File: src/hw/ext_pkg.sv
`default_nettype none

package ext_pkg;

  localparam int NUM_LANES   = 4;  // Parallel execute lanes.
  localparam int LANE_W      = 2;  // Width of a lane index.
  localparam int SLOW_CYCLES = 16; // Busy length of the stalling add.

  // Opcode field, insn[2:0]. Encodings 6 and 7 are illegal.
  typedef enum logic [2:0] {
    OP_ADD3      = 3'd0, // rs0 + rs1 + imm.
    OP_ADD3_SLOW = 3'd1, // Same sum after a fixed stall.
    OP_JUMP      = 3'd2, // Target is rs0.
    OP_LOAD      = 3'd3, // Address is rs0.
    OP_STORE     = 3'd4, // Address rs0, data rs1.
    OP_TRAP      = 3'd5  // Raise an exception.
  } opcode_e;

  // Result class seen by the host.
  typedef enum logic [2:0] {
    KIND_REG    = 3'd0,
    KIND_JUMP   = 3'd1,
    KIND_MEM_LD = 3'd2,
    KIND_MEM_ST = 3'd3,
    KIND_EXC    = 3'd4
  } kind_e;

  // Request from the host.
  typedef struct packed {
    logic [31:0] insn; // Opcode [2:0], imm [15:8], tag [23:16].
    logic [31:0] rs0;  // First source operand.
    logic [31:0] rs1;  // Second source operand.
  } ext_req_t;

  // Decode to execute, flags are one-hot.
  typedef struct packed {
    logic        add;
    logic        add_slow;
    logic        jump;
    logic        load;
    logic        store;
    logic        trap;
    logic        illegal;  // Undefined opcode.
    logic [7:0]  imm;      // Zero-extended in the lane.
    logic [7:0]  tag;      // Carried through to the result.
    logic [31:0] rs0;
    logic [31:0] rs1;
  } ext_dec_t;

  // Result leaving a lane.
  typedef struct packed {
    logic [7:0]  tag;
    kind_e       kind;
    logic        reg_w;     // Register write request.
    logic [31:0] reg_wdata;
    logic [31:0] br_j_addr; // Jump target.
    logic [31:0] mem_addr;
    logic [31:0] mem_store; // Store data.
    logic        exception;
  } ext_res_t;

endpackage

`default_nettype wire

File: src/hw/ext_dispatch.sv
`timescale 1ns/1ns
`default_nettype none

module ext_dispatch (
  input  logic                              CLK,
  input  logic                              nRST,
  input  logic                              in_valid,
  input  ext_pkg::ext_req_t                 in_req,
  output logic                              in_ready,
  output logic [ext_pkg::NUM_LANES-1:0]     lane_valid,
  input  logic [ext_pkg::NUM_LANES-1:0]     lane_ready,
  output ext_pkg::ext_dec_t                 lane_dec
);

  logic [ext_pkg::LANE_W-1:0] issue_ptr; // Lane that takes the next request.
  logic                       issue;     // Request transfer this cycle.

  // Handshake goes to the pointed lane only.
  assign in_ready = lane_ready[issue_ptr];
  assign issue    = in_valid && in_ready;

  always_comb begin
    lane_valid            = '0;
    lane_valid[issue_ptr] = in_valid; // Others never see valid.
  end

  // Decode, purely combinational.
  always_comb begin
    lane_dec      = '0;
    lane_dec.imm  = in_req.insn[15:8];
    lane_dec.tag  = in_req.insn[23:16];
    lane_dec.rs0  = in_req.rs0;
    lane_dec.rs1  = in_req.rs1;
    case (ext_pkg::opcode_e'(in_req.insn[2:0]))
      ext_pkg::OP_ADD3:      lane_dec.add      = 1'b1;
      ext_pkg::OP_ADD3_SLOW: lane_dec.add_slow = 1'b1;
      ext_pkg::OP_JUMP:      lane_dec.jump     = 1'b1;
      ext_pkg::OP_LOAD:      lane_dec.load     = 1'b1;
      ext_pkg::OP_STORE:     lane_dec.store    = 1'b1;
      ext_pkg::OP_TRAP:      lane_dec.trap     = 1'b1;
      default:               lane_dec.illegal  = 1'b1; // Encodings 6 and 7.
    endcase
  end

  // Strict rotation over the lanes.
  always_ff @(posedge CLK, negedge nRST) begin
    if (!nRST) begin
      issue_ptr <= '0;
    end else if (issue) begin
      if (int'(issue_ptr) == ext_pkg::NUM_LANES - 1)
        issue_ptr <= '0; // Wrap to lane 0.
      else
        issue_ptr <= issue_ptr + 1'b1;
    end
  end

endmodule

`default_nettype wire

File: src/hw/ext_execute.sv
`timescale 1ns/1ns
`default_nettype none

module ext_execute (
  input  logic              CLK,
  input  logic              nRST,
  input  logic              dec_valid,
  input  ext_pkg::ext_dec_t dec,
  output logic              dec_ready,
  output logic              res_valid,
  output ext_pkg::ext_res_t res,
  input  logic              res_ready
);

  ext_pkg::ext_dec_t                      dec_q;       // Held instruction.
  logic                                   full;        // Lane owns an instruction.
  logic                                   busy;        // Stall counter running.
  logic [$clog2(ext_pkg::SLOW_CYCLES)-1:0] stall_count;
  logic                                   stall_done;
  logic [31:0]                            sum;

  assign dec_ready  = !full; // Accept only while empty.
  assign stall_done = (int'(stall_count) == ext_pkg::SLOW_CYCLES - 1);
  assign res_valid  = full && (!busy || stall_done);

  // Three-input add, immediate is zero-extended.
  assign sum = dec_q.rs0 + dec_q.rs1 + {24'b0, dec_q.imm};

  always_comb begin
    res     = '0; // Nothing written by default.
    res.tag = dec_q.tag;
    if (dec_q.add || dec_q.add_slow) begin
      res.kind      = ext_pkg::KIND_REG;
      res.reg_w     = 1'b1;
      res.reg_wdata = sum;
    end else if (dec_q.jump) begin
      res.kind      = ext_pkg::KIND_JUMP;
      res.br_j_addr = dec_q.rs0;
    end else if (dec_q.load || dec_q.store) begin
      res.kind      = dec_q.store ? ext_pkg::KIND_MEM_ST : ext_pkg::KIND_MEM_LD;
      res.mem_addr  = dec_q.rs0;
      res.mem_store = dec_q.rs1;
    end else if (dec_q.trap || dec_q.illegal) begin
      res.kind      = ext_pkg::KIND_EXC;
      res.exception = 1'b1; // Trap or undefined opcode.
    end
  end

  // Payload, loaded on accept.
  always_ff @(posedge CLK) begin
    if (dec_valid && dec_ready)
      dec_q <= dec;
  end

  // Occupancy and stall counter.
  always_ff @(posedge CLK, negedge nRST) begin
    if (!nRST) begin
      full        <= 1'b0;
      busy        <= 1'b0;
      stall_count <= '0;
    end else if (dec_valid && dec_ready) begin
      full        <= 1'b1;
      busy        <= dec.add_slow; // Only the slow add stalls.
      stall_count <= '0;
    end else if (res_valid && res_ready) begin
      full <= 1'b0; // Drained by the collector.
      busy <= 1'b0;
    end else if (busy) begin
      if (stall_done)
        busy <= 1'b0; // Result now held until drained.
      else
        stall_count <= stall_count + 1'b1;
    end
  end

endmodule

`default_nettype wire

File: src/hw/ext_collect.sv
`timescale 1ns/1ns
`default_nettype none

module ext_collect (
  input  logic                          CLK,
  input  logic                          nRST,
  input  logic [ext_pkg::NUM_LANES-1:0] res_valid,
  input  ext_pkg::ext_res_t             res [ext_pkg::NUM_LANES],
  output logic [ext_pkg::NUM_LANES-1:0] res_ready,
  output logic                          out_valid,
  output ext_pkg::ext_res_t             out_res,
  input  logic                          out_ready
);

  logic [ext_pkg::LANE_W-1:0] drain_ptr; // Lane holding the oldest result.
  logic                       drain;

  // Pointed lane goes straight to the output.
  assign out_valid = res_valid[drain_ptr];
  assign out_res   = res[drain_ptr];
  assign drain     = out_valid && out_ready;

  always_comb begin
    res_ready            = '0;
    res_ready[drain_ptr] = out_ready; // Other lanes keep their results.
  end

  // Same rotation as issue, so order is restored.
  always_ff @(posedge CLK, negedge nRST) begin
    if (!nRST) begin
      drain_ptr <= '0;
    end else if (drain) begin
      if (int'(drain_ptr) == ext_pkg::NUM_LANES - 1)
        drain_ptr <= '0;
      else
        drain_ptr <= drain_ptr + 1'b1;
    end
  end

endmodule

`default_nettype wire

File: src/hw/ext_top.sv
`timescale 1ns/1ns
`default_nettype none

module ext_top (
  input  logic              CLK,
  input  logic              nRST,
  input  logic              in_valid,
  input  ext_pkg::ext_req_t in_req,
  output logic              in_ready,
  output logic              out_valid,
  output ext_pkg::ext_res_t out_res,
  input  logic              out_ready
);

  logic [ext_pkg::NUM_LANES-1:0] lane_valid;
  logic [ext_pkg::NUM_LANES-1:0] lane_ready;
  ext_pkg::ext_dec_t             lane_dec;  // Shared by all lanes.
  logic [ext_pkg::NUM_LANES-1:0] res_valid;
  logic [ext_pkg::NUM_LANES-1:0] res_ready;
  ext_pkg::ext_res_t             res [ext_pkg::NUM_LANES];

  ext_dispatch i_dispatch (
    .CLK        (CLK),
    .nRST       (nRST),
    .in_valid   (in_valid),
    .in_req     (in_req),
    .in_ready   (in_ready),
    .lane_valid (lane_valid),
    .lane_ready (lane_ready),
    .lane_dec   (lane_dec)
  );

  // Identical lanes.
  for (genvar i = 0; i < ext_pkg::NUM_LANES; i++) begin : g_lane
    ext_execute i_execute (
      .CLK       (CLK),
      .nRST      (nRST),
      .dec_valid (lane_valid[i]),
      .dec       (lane_dec),
      .dec_ready (lane_ready[i]),
      .res_valid (res_valid[i]),
      .res       (res[i]),
      .res_ready (res_ready[i])
    );
  end

  ext_collect i_collect (
    .CLK       (CLK),
    .nRST      (nRST),
    .res_valid (res_valid),
    .res       (res),
    .res_ready (res_ready),
    .out_valid (out_valid),
    .out_res   (out_res),
    .out_ready (out_ready)
  );

endmodule

`default_nettype wire

File: config.mk
export PLATFORM = sky130hd
export DESIGN_NAME = ext_top
export DESIGN_NICKNAME = d
export VERILOG_FILES = /design/src/hw/ext_pkg.sv /design/src/hw/ext_dispatch.sv /design/src/hw/ext_execute.sv /design/src/hw/ext_collect.sv /design/src/hw/ext_top.sv
export SDC_FILE = /design/constraint.sdc
export NUM_CORES = 1
export LEC_CHECK = 0
export BUFFER_PORTS_ARGS = -buffer_cell sky130_fd_sc_hd__buf_2
export CAP_MARGIN = 20
export CORE_MARGIN = 2
export CORE_UTILIZATION = 35
export CTS_CLUSTER_DIAMETER = 200
export CTS_CLUSTER_SIZE = 10
export DETAILED_ROUTE_END_ITERATION = 16
export MAX_ROUTING_LAYER = met4
export PLACE_DENSITY = 0.54
export SYNTH_ARGS = -nofsm -noshare
export SYNTH_HDL_FRONTEND = slang
export SYNTH_SLANG_ARGS = --single-unit
File: constraint.sdc
create_clock -name CLK -period 15.35 [get_ports CLK]
set_input_delay 1.535 -clock CLK [delete_from_list [all_inputs] [get_ports CLK]]
set_output_delay 1.535 -clock CLK [all_outputs]
set_load 0.05 [all_outputs]
* Word level (Yosys, flattened, before mapping)
Cells that the tools add are included.
Widths: inputs -> output; s select.
** Word-level totals
- Bits in latches :: 0
- ROM bits :: 0
- Memories :: 0
- Output and inout port bits :: 143
- Bits in registers :: 376
- Memory bits (writable) :: 0
- Input bits :: 100
- Word-level logic and storage cells :: 261
** Operators by class
- Muxes and demuxes :: 108
- Shifts and indexed selects :: 0
- Magnitude comparators :: 5
- Reduce and logical (&&, ||, !) cells :: 54
- Equal/unequal tests :: 19
- Divide/modulo/power cells :: 0
- $add $sub $neg :: 14
- Multipliers :: 0
- Bitwise gates (word level) :: 3
** Operator list (count)
- $mux 97 :: 4
- $bmux 141 s2 :: 1
- $mux 141 :: 2
- $mux 65 :: 4
- $mux 64 :: 4
- $mux 33 :: 4
- $add 32x32->32 :: 4
- $add 32x8->32 :: 4
- $mux 32 :: 4
- $mux 4 :: 16
- $mux 3 :: 16
- $mux 1 :: 47
- $add 4x1->4 const B :: 4
- $eq 4x1->1 const B :: 4
- $logic_and 1x1->1 :: 16
- $logic_or 1x1->1 :: 16
- $reduce_bool 2->1 :: 8
- $reduce_and 3->1 :: 4
- $and 4x4->4 :: 2
- $logic_not 1->1 :: 8
- $ne 2x1->1 const B :: 4
- $ne 2x2->1 const B :: 4
- $eq 3x2->1 const B :: 2
- $eq 3x3->1 const B :: 2
- other kinds (12) :: 19

* Longest topological paths before layout
- Word-level depth :: 8
- Gate-level depth with buffers :: 15
- Gate-level depth less buffers :: 15

* Hierarchy
From an unflattened synthesis, not the netlist that was laid out.
** Second synthesis, totals
- Cells, all modules :: 2595
- Area, all modules :: 28640.0 µm²
** Modules (own cells, without submodules)
- ext_execute at g_lane[0].i_execute ... :: area an instance 6018.3 µm², seq. area each 2762.6 µm², cells an instance 571, times used 3
- ext_execute at g_lane[3].i_execute :: area an instance 6067.1 µm², seq. area each 2762.6 µm², cells an instance 571, times used 1
- ext_collect :: area an instance 3632.2 µm², seq. area each 50.0 µm², cells an instance 199, times used 1
- ext_dispatch :: area an instance 885.8 µm², seq. area each 50.0 µm², cells an instance 112, times used 1

* Worst setup path after synthesis
OpenSTA, ideal clock, no wires.
- Path type :: input -> register
- Start point :: input in_valid
- End point :: register g_lane[2].i_execute.busy
- Data required time :: 15013 ps
- Arrival :: 5852 ps
- Path buffers :: 0
- Stages on the path :: 3
- Setup slack :: 9160 ps
- Library setup time :: 337 ps
- Path through :: nand2_1 -> nor2_1 -> o21ai_0
** Between the ends
- Longest elaborated chain between the ends :: 3
** Ends and longest elaborated chain
- from (decl) :: line ext_top.sv:7 : input logic in_valid,
- $and 4x4->4 (no source line)
- $logic_and 1x1->1 :: line ext_execute.sv:61 : end else if (dec_valid && dec_ready) begin
- $mux 1 :: line ext_execute.sv:61
- to (signal assigned) :: line ext_execute.sv:63 : busy <= dec.add_slow;
- to (decl) :: line ext_execute.sv:17 : logic busy;
No other way between the ends.
A chain may end at the register's enable or synchronous reset.

==> metrics list <==
* Commonest non-fill, non-tap cell in the layout: sky130_fd_sc_hd__edfxtp_1
* Synthesis-to-finish area growth: 14.0%
- For the worst setup path, the data required time is roughly 14 ns.
- Dividing the detail-routed wire length by the instance count gives 25.5 um.
- The region available for standard cell placement spans about 67000 um^2.
- After clock tree synthesis, the clock-pin slew on the worst setup and hold paths is ~0.06 ns.
* Highest-count cells in the layout ignoring fill and taps: sky130_fd_sc_hd__edfxtp_1, sky130_fd_sc_hd__buf_2, sky130_fd_sc_hd__a221oi_1, sky130_fd_sc_hd__ha_1, sky130_fd_sc_hd__nor2_1
- Number of flops mapped to enable cells by yosys: between 300 and 400
* Detailed Route WL: about 81 mm
- Hold repair after CTS inserted 0 buffers.
* Total number of clock tree sinks: roughly 380
- Overall die area: around 70000 um^2
* Initial cell density of the core: 35.3%
* Cell area after synthesis: approximately 24000 um^2
* Row cnt: 95
* Fin Clk Skew: around 0.014 ns
- The initial antenna violation count came to 8.
- Summed over all instances, the cell type with the most area after synthesis is sky130_fd_sc_hd__edfxtp_1.
- Buffers inserted during post-CTS setup optimization: 0
* Worst Hold Depth: 1
- Share of the clock period used by the worst path after layout: a little under half
- IR analysis of the VDD net gives a maximum drop of 0.128 mV.
* Gate power share: just under 60%
- Status: finished, final reports clean
* Internal power: 2.84 mW
- Seq pwr share: between 20 and 30%
* Total count of hold-check failures in the final report: 0
- Chip width: approximately 260 um
* Count of synthesis-stage warnings from yosys: 0
- Nets: 2632
- Overflow left after global routing: 0
* Worst-case headroom to the max-slew limit: 23.4%
- The first detailed-routing pass took 6 iterations.
* Buf/Inv on CP: 4
* TNS Setup: 0 ns
- Transition time of the tightest slew-check pin: 1.15 ns
* Final-layout worst hold slack: approximately 0.54 ns
- DPL Wire Length: about 58 mm
- Portion of the post-synthesis area used by sequential elements: around 47%
* Sequential cell area: about 11000 um^2
- STA classifies the critical path startpoint as a flip-flop.
- DRC violation count after routing: 0
- Dominant register cell in the synthesized netlist: sky130_fd_sc_hd__edfxtp_1
- Synth Net Count: ~2400
- The worst hold path belongs to the class flip-flop to flip-flop.
* Delay contributed by the slowest stage of the critical path: around 0.67 ns
- Setup repair after global routing left no endpoint under its margin.
- Summing all multi-input logic gate instances after layout gives ~12000 um^2.
- Synthesis produced a netlist whose cell count is around 2100.
- Final setup fails: 0
- Mean instance size in the synthesized netlist: around 11 um^2
- Entering global routing, the biggest net connects 65 pins.
* Clock root cell: sky130_fd_sc_hd__clkbuf_16
* Fraction of layout instances using a drive strength above 1: 15.7%
- The H-tree was split into 2 levels.
- Share of the core filled with cells in the final layout: 40.3%
- TritonCTS built the clock tree.
* Crit path kind: flip-flop to output port
- In this run the register-to-register setup slack is between 10 and 15 ns.
* Wire length of the first global-routing pass: approximately 120 mm
- Clock latency at the later pin of the worst-skew pair: around 0.59 ns
- Measured in cells, the most critical reg-to-reg path has a length of 6.
* Detailed Route Iter0 Violations: approximately 1800
* Count of cell types in the netlist: 83
- The slowest stage of the critical path is the sky130_fd_sc_hd__a311oi_2 cell.
- Counting buffers and inverters, the worst setup path is 16 cells deep.
- TritonCTS created 43 clock buffers.
- Pwr Total: slightly below 6 mW
- After synthesis, the largest area contributor takes up 44.0% of total cell area.
- The detail route stage leaves a number of antenna-violating nets equal to 0.
- Top delay family on crit path: compound AO/OA/AOI/OAI gates
- In this run the tool buffered the top-level ports with roughly 230 buffer cells.
- Max Fclk: roughly 0.14 GHz
* Leakage power: between 10 and 15 nW
* Total number of vias: approximately 19000
- Overall fraction of global-route tracks in use: between 20% and 30%
- Switching Share: 51.1%
* Power density over the cells: 215 nW/um^2
- Async set-reset flop share out of synthesis: approximately 7.4%
* Most common cell type on the critical path: sky130_fd_sc_hd__inv_1
- The filler cells instantiated in the layout total 6426.
- Leading post-synthesis cells by cell area: sky130_fd_sc_hd__edfxtp_1, sky130_fd_sc_hd__ha_1, sky130_fd_sc_hd__a221oi_1, sky130_fd_sc_hd__fa_1, sky130_fd_sc_hd__dfrtp_1
- Type of destination of the critical path: output port
- Average vias per placed instance: 5.98
* Clock period minus worst slack: 7.19 ns
* Clock buffer depth: 3
- Across the run, the number of max-cap violations was 0.
- ~240 I/O pins were placed.
* Cell breakdown of the critical path: inv_1 -> fa_1 -> inv_1 -> ha_1 -> inv_1 -> fa_1 -> nand2b_1 -> a211oi_1 -> o2111ai_1 -> a311oi_2 -> o2111ai_1 -> a32oi_1 -> xor2_1 -> a221oi_1 -> a31oi_1 -> buf_2
- Height of the die: ~260 um
- Final RePlAce weighted congestion: around 0.9
- In this run, the clock network consumes ~16% of the power.
* Flop and latch count out of synthesis: approximately 380
* Data arrival time at the worst-slack endpoint: around 5.7 ns
- The analysis attributes to net switching a power of 2.97 mW.
- Vias in the first global route: 18960
* Number of resized instances in the post-cts repair step: 0
- Biggest fanout along the worst timing path: 3
* Total count of max-transition violations in the final report: 0
==> cells in the mapped netlist (6+ instances only) <==
master / instances
sky130_fd_sc_hd__a211oi_1: 22
sky130_fd_sc_hd__a21o_1: 52
sky130_fd_sc_hd__a21oi_1: 121
sky130_fd_sc_hd__a221oi_1: 227
sky130_fd_sc_hd__a22oi_1: 9
sky130_fd_sc_hd__a31oi_1: 32
sky130_fd_sc_hd__and2_1: 16
sky130_fd_sc_hd__and3_1: 24
sky130_fd_sc_hd__buf_1: 6
sky130_fd_sc_hd__clkbuf_1: 105
sky130_fd_sc_hd__dfrtp_1: 28
sky130_fd_sc_hd__edfxtp_1: 348
sky130_fd_sc_hd__fa_1: 36
sky130_fd_sc_hd__ha_1: 224
sky130_fd_sc_hd__inv_1: 55
sky130_fd_sc_hd__mux4_2: 9
sky130_fd_sc_hd__nand2_1: 95
sky130_fd_sc_hd__nand2b_1: 21
sky130_fd_sc_hd__nand3_1: 39
sky130_fd_sc_hd__nand4_1: 15
sky130_fd_sc_hd__nor2_1: 185
sky130_fd_sc_hd__nor2b_1: 7
sky130_fd_sc_hd__nor3_1: 35
sky130_fd_sc_hd__o211ai_1: 10
sky130_fd_sc_hd__o21a_1: 18
sky130_fd_sc_hd__o21ai_0: 77
sky130_fd_sc_hd__o21ai_1: 6
sky130_fd_sc_hd__o21bai_1: 19
sky130_fd_sc_hd__o221ai_1: 8
sky130_fd_sc_hd__o22ai_1: 9
sky130_fd_sc_hd__o31ai_1: 6
sky130_fd_sc_hd__or3_1: 12
sky130_fd_sc_hd__xnor2_1: 73
sky130_fd_sc_hd__xor2_1: 38
==> worst paths after layout <==
kind                                                from                                 end
max reg2reg                       i_collect.drain_ptr[1]              i_collect.drain_ptr[1]
min                             g_lane[0].i_execute.full            g_lane[0].i_execute.full
max in group asynchronous                           nRST              i_collect.drain_ptr[1]
min in group asynchronous                           nRST  g_lane[2].i_execute.stall_count[1]
min reg2reg                     g_lane[0].i_execute.full            g_lane[0].i_execute.full
max                        g_lane[1].i_execute.dec_q[33]                        out_res[126]
==> power groups by stage <==
stage	registers, mW	logic (mW)	clock network (mW)
after floorplan	1.43	2.49	0
after global placement	1.48	3.37	0
after detailed placement	1.49	3.39	0
after CTS	1.47	3.40	0.966
after global routing	1.48	3.63	1.00
final	1.47	3.40	0.946
==> kinds of logic (layout without fill, tap and decap cells) <==
family,Yosys count,in the layout,synth area share [%]
AOI/OAI and AO/OA,674,674,20.8
xor gates and xnor gates,111,111,4.10
adders and majority gates,260,260,14.8
buffers and inverters,176,377,2.84
DFF,376,376,47.0
muxes,16,16,1.17
other,0,8,0
and+or+nand+nor,472,472,9.24
==> flip-flops by register name, summed over array words and instances, names as in the netlist <==
signal                        cells
g_lane.i_execute.dec_q          316
i_collect.drain_ptr               2
g_lane.i_execute.busy             4
i_dispatch.issue_ptr              2
g_lane.i_execute.res             32
g_lane.i_execute.full             4
g_lane.i_execute.stall_count     16
==> final cells by class <==
cell class / instances / share of cell area (%)
multi-input cells: 1533 / 44.2
diodes: 8 / 0.0739
repair buffers: 261 / 5.12
flip-flops and latches: 376 / 41.2
well taps: 873 / 4.03
clock buffers: 55 / 4.14
clock inverters: 4 / 0.407
inverters: 57 / 0.800
==> layer usage <==
metal,vias up,global-route usage (%),routed length [um]
li1,8624,-,-
met1,9395,30.1,34500
met2,793,37.4,38400
met3,139,3.64,5710
met4,0,7.00,2300
met5,-,-,0
==> metrics by stage <==
stage                     worst slack [ns]  area, um^2  instances
after floorplan                       9.16       23700       2085
after global placement                8.83       25800       3100
after detailed placement              8.84       25800       3100
after CTS                             8.18       27100       3159
after global routing                  8.04       27100       3167
final                                 8.16       27100       3167
Note: power is estimated with default switching activity, not from simulation.
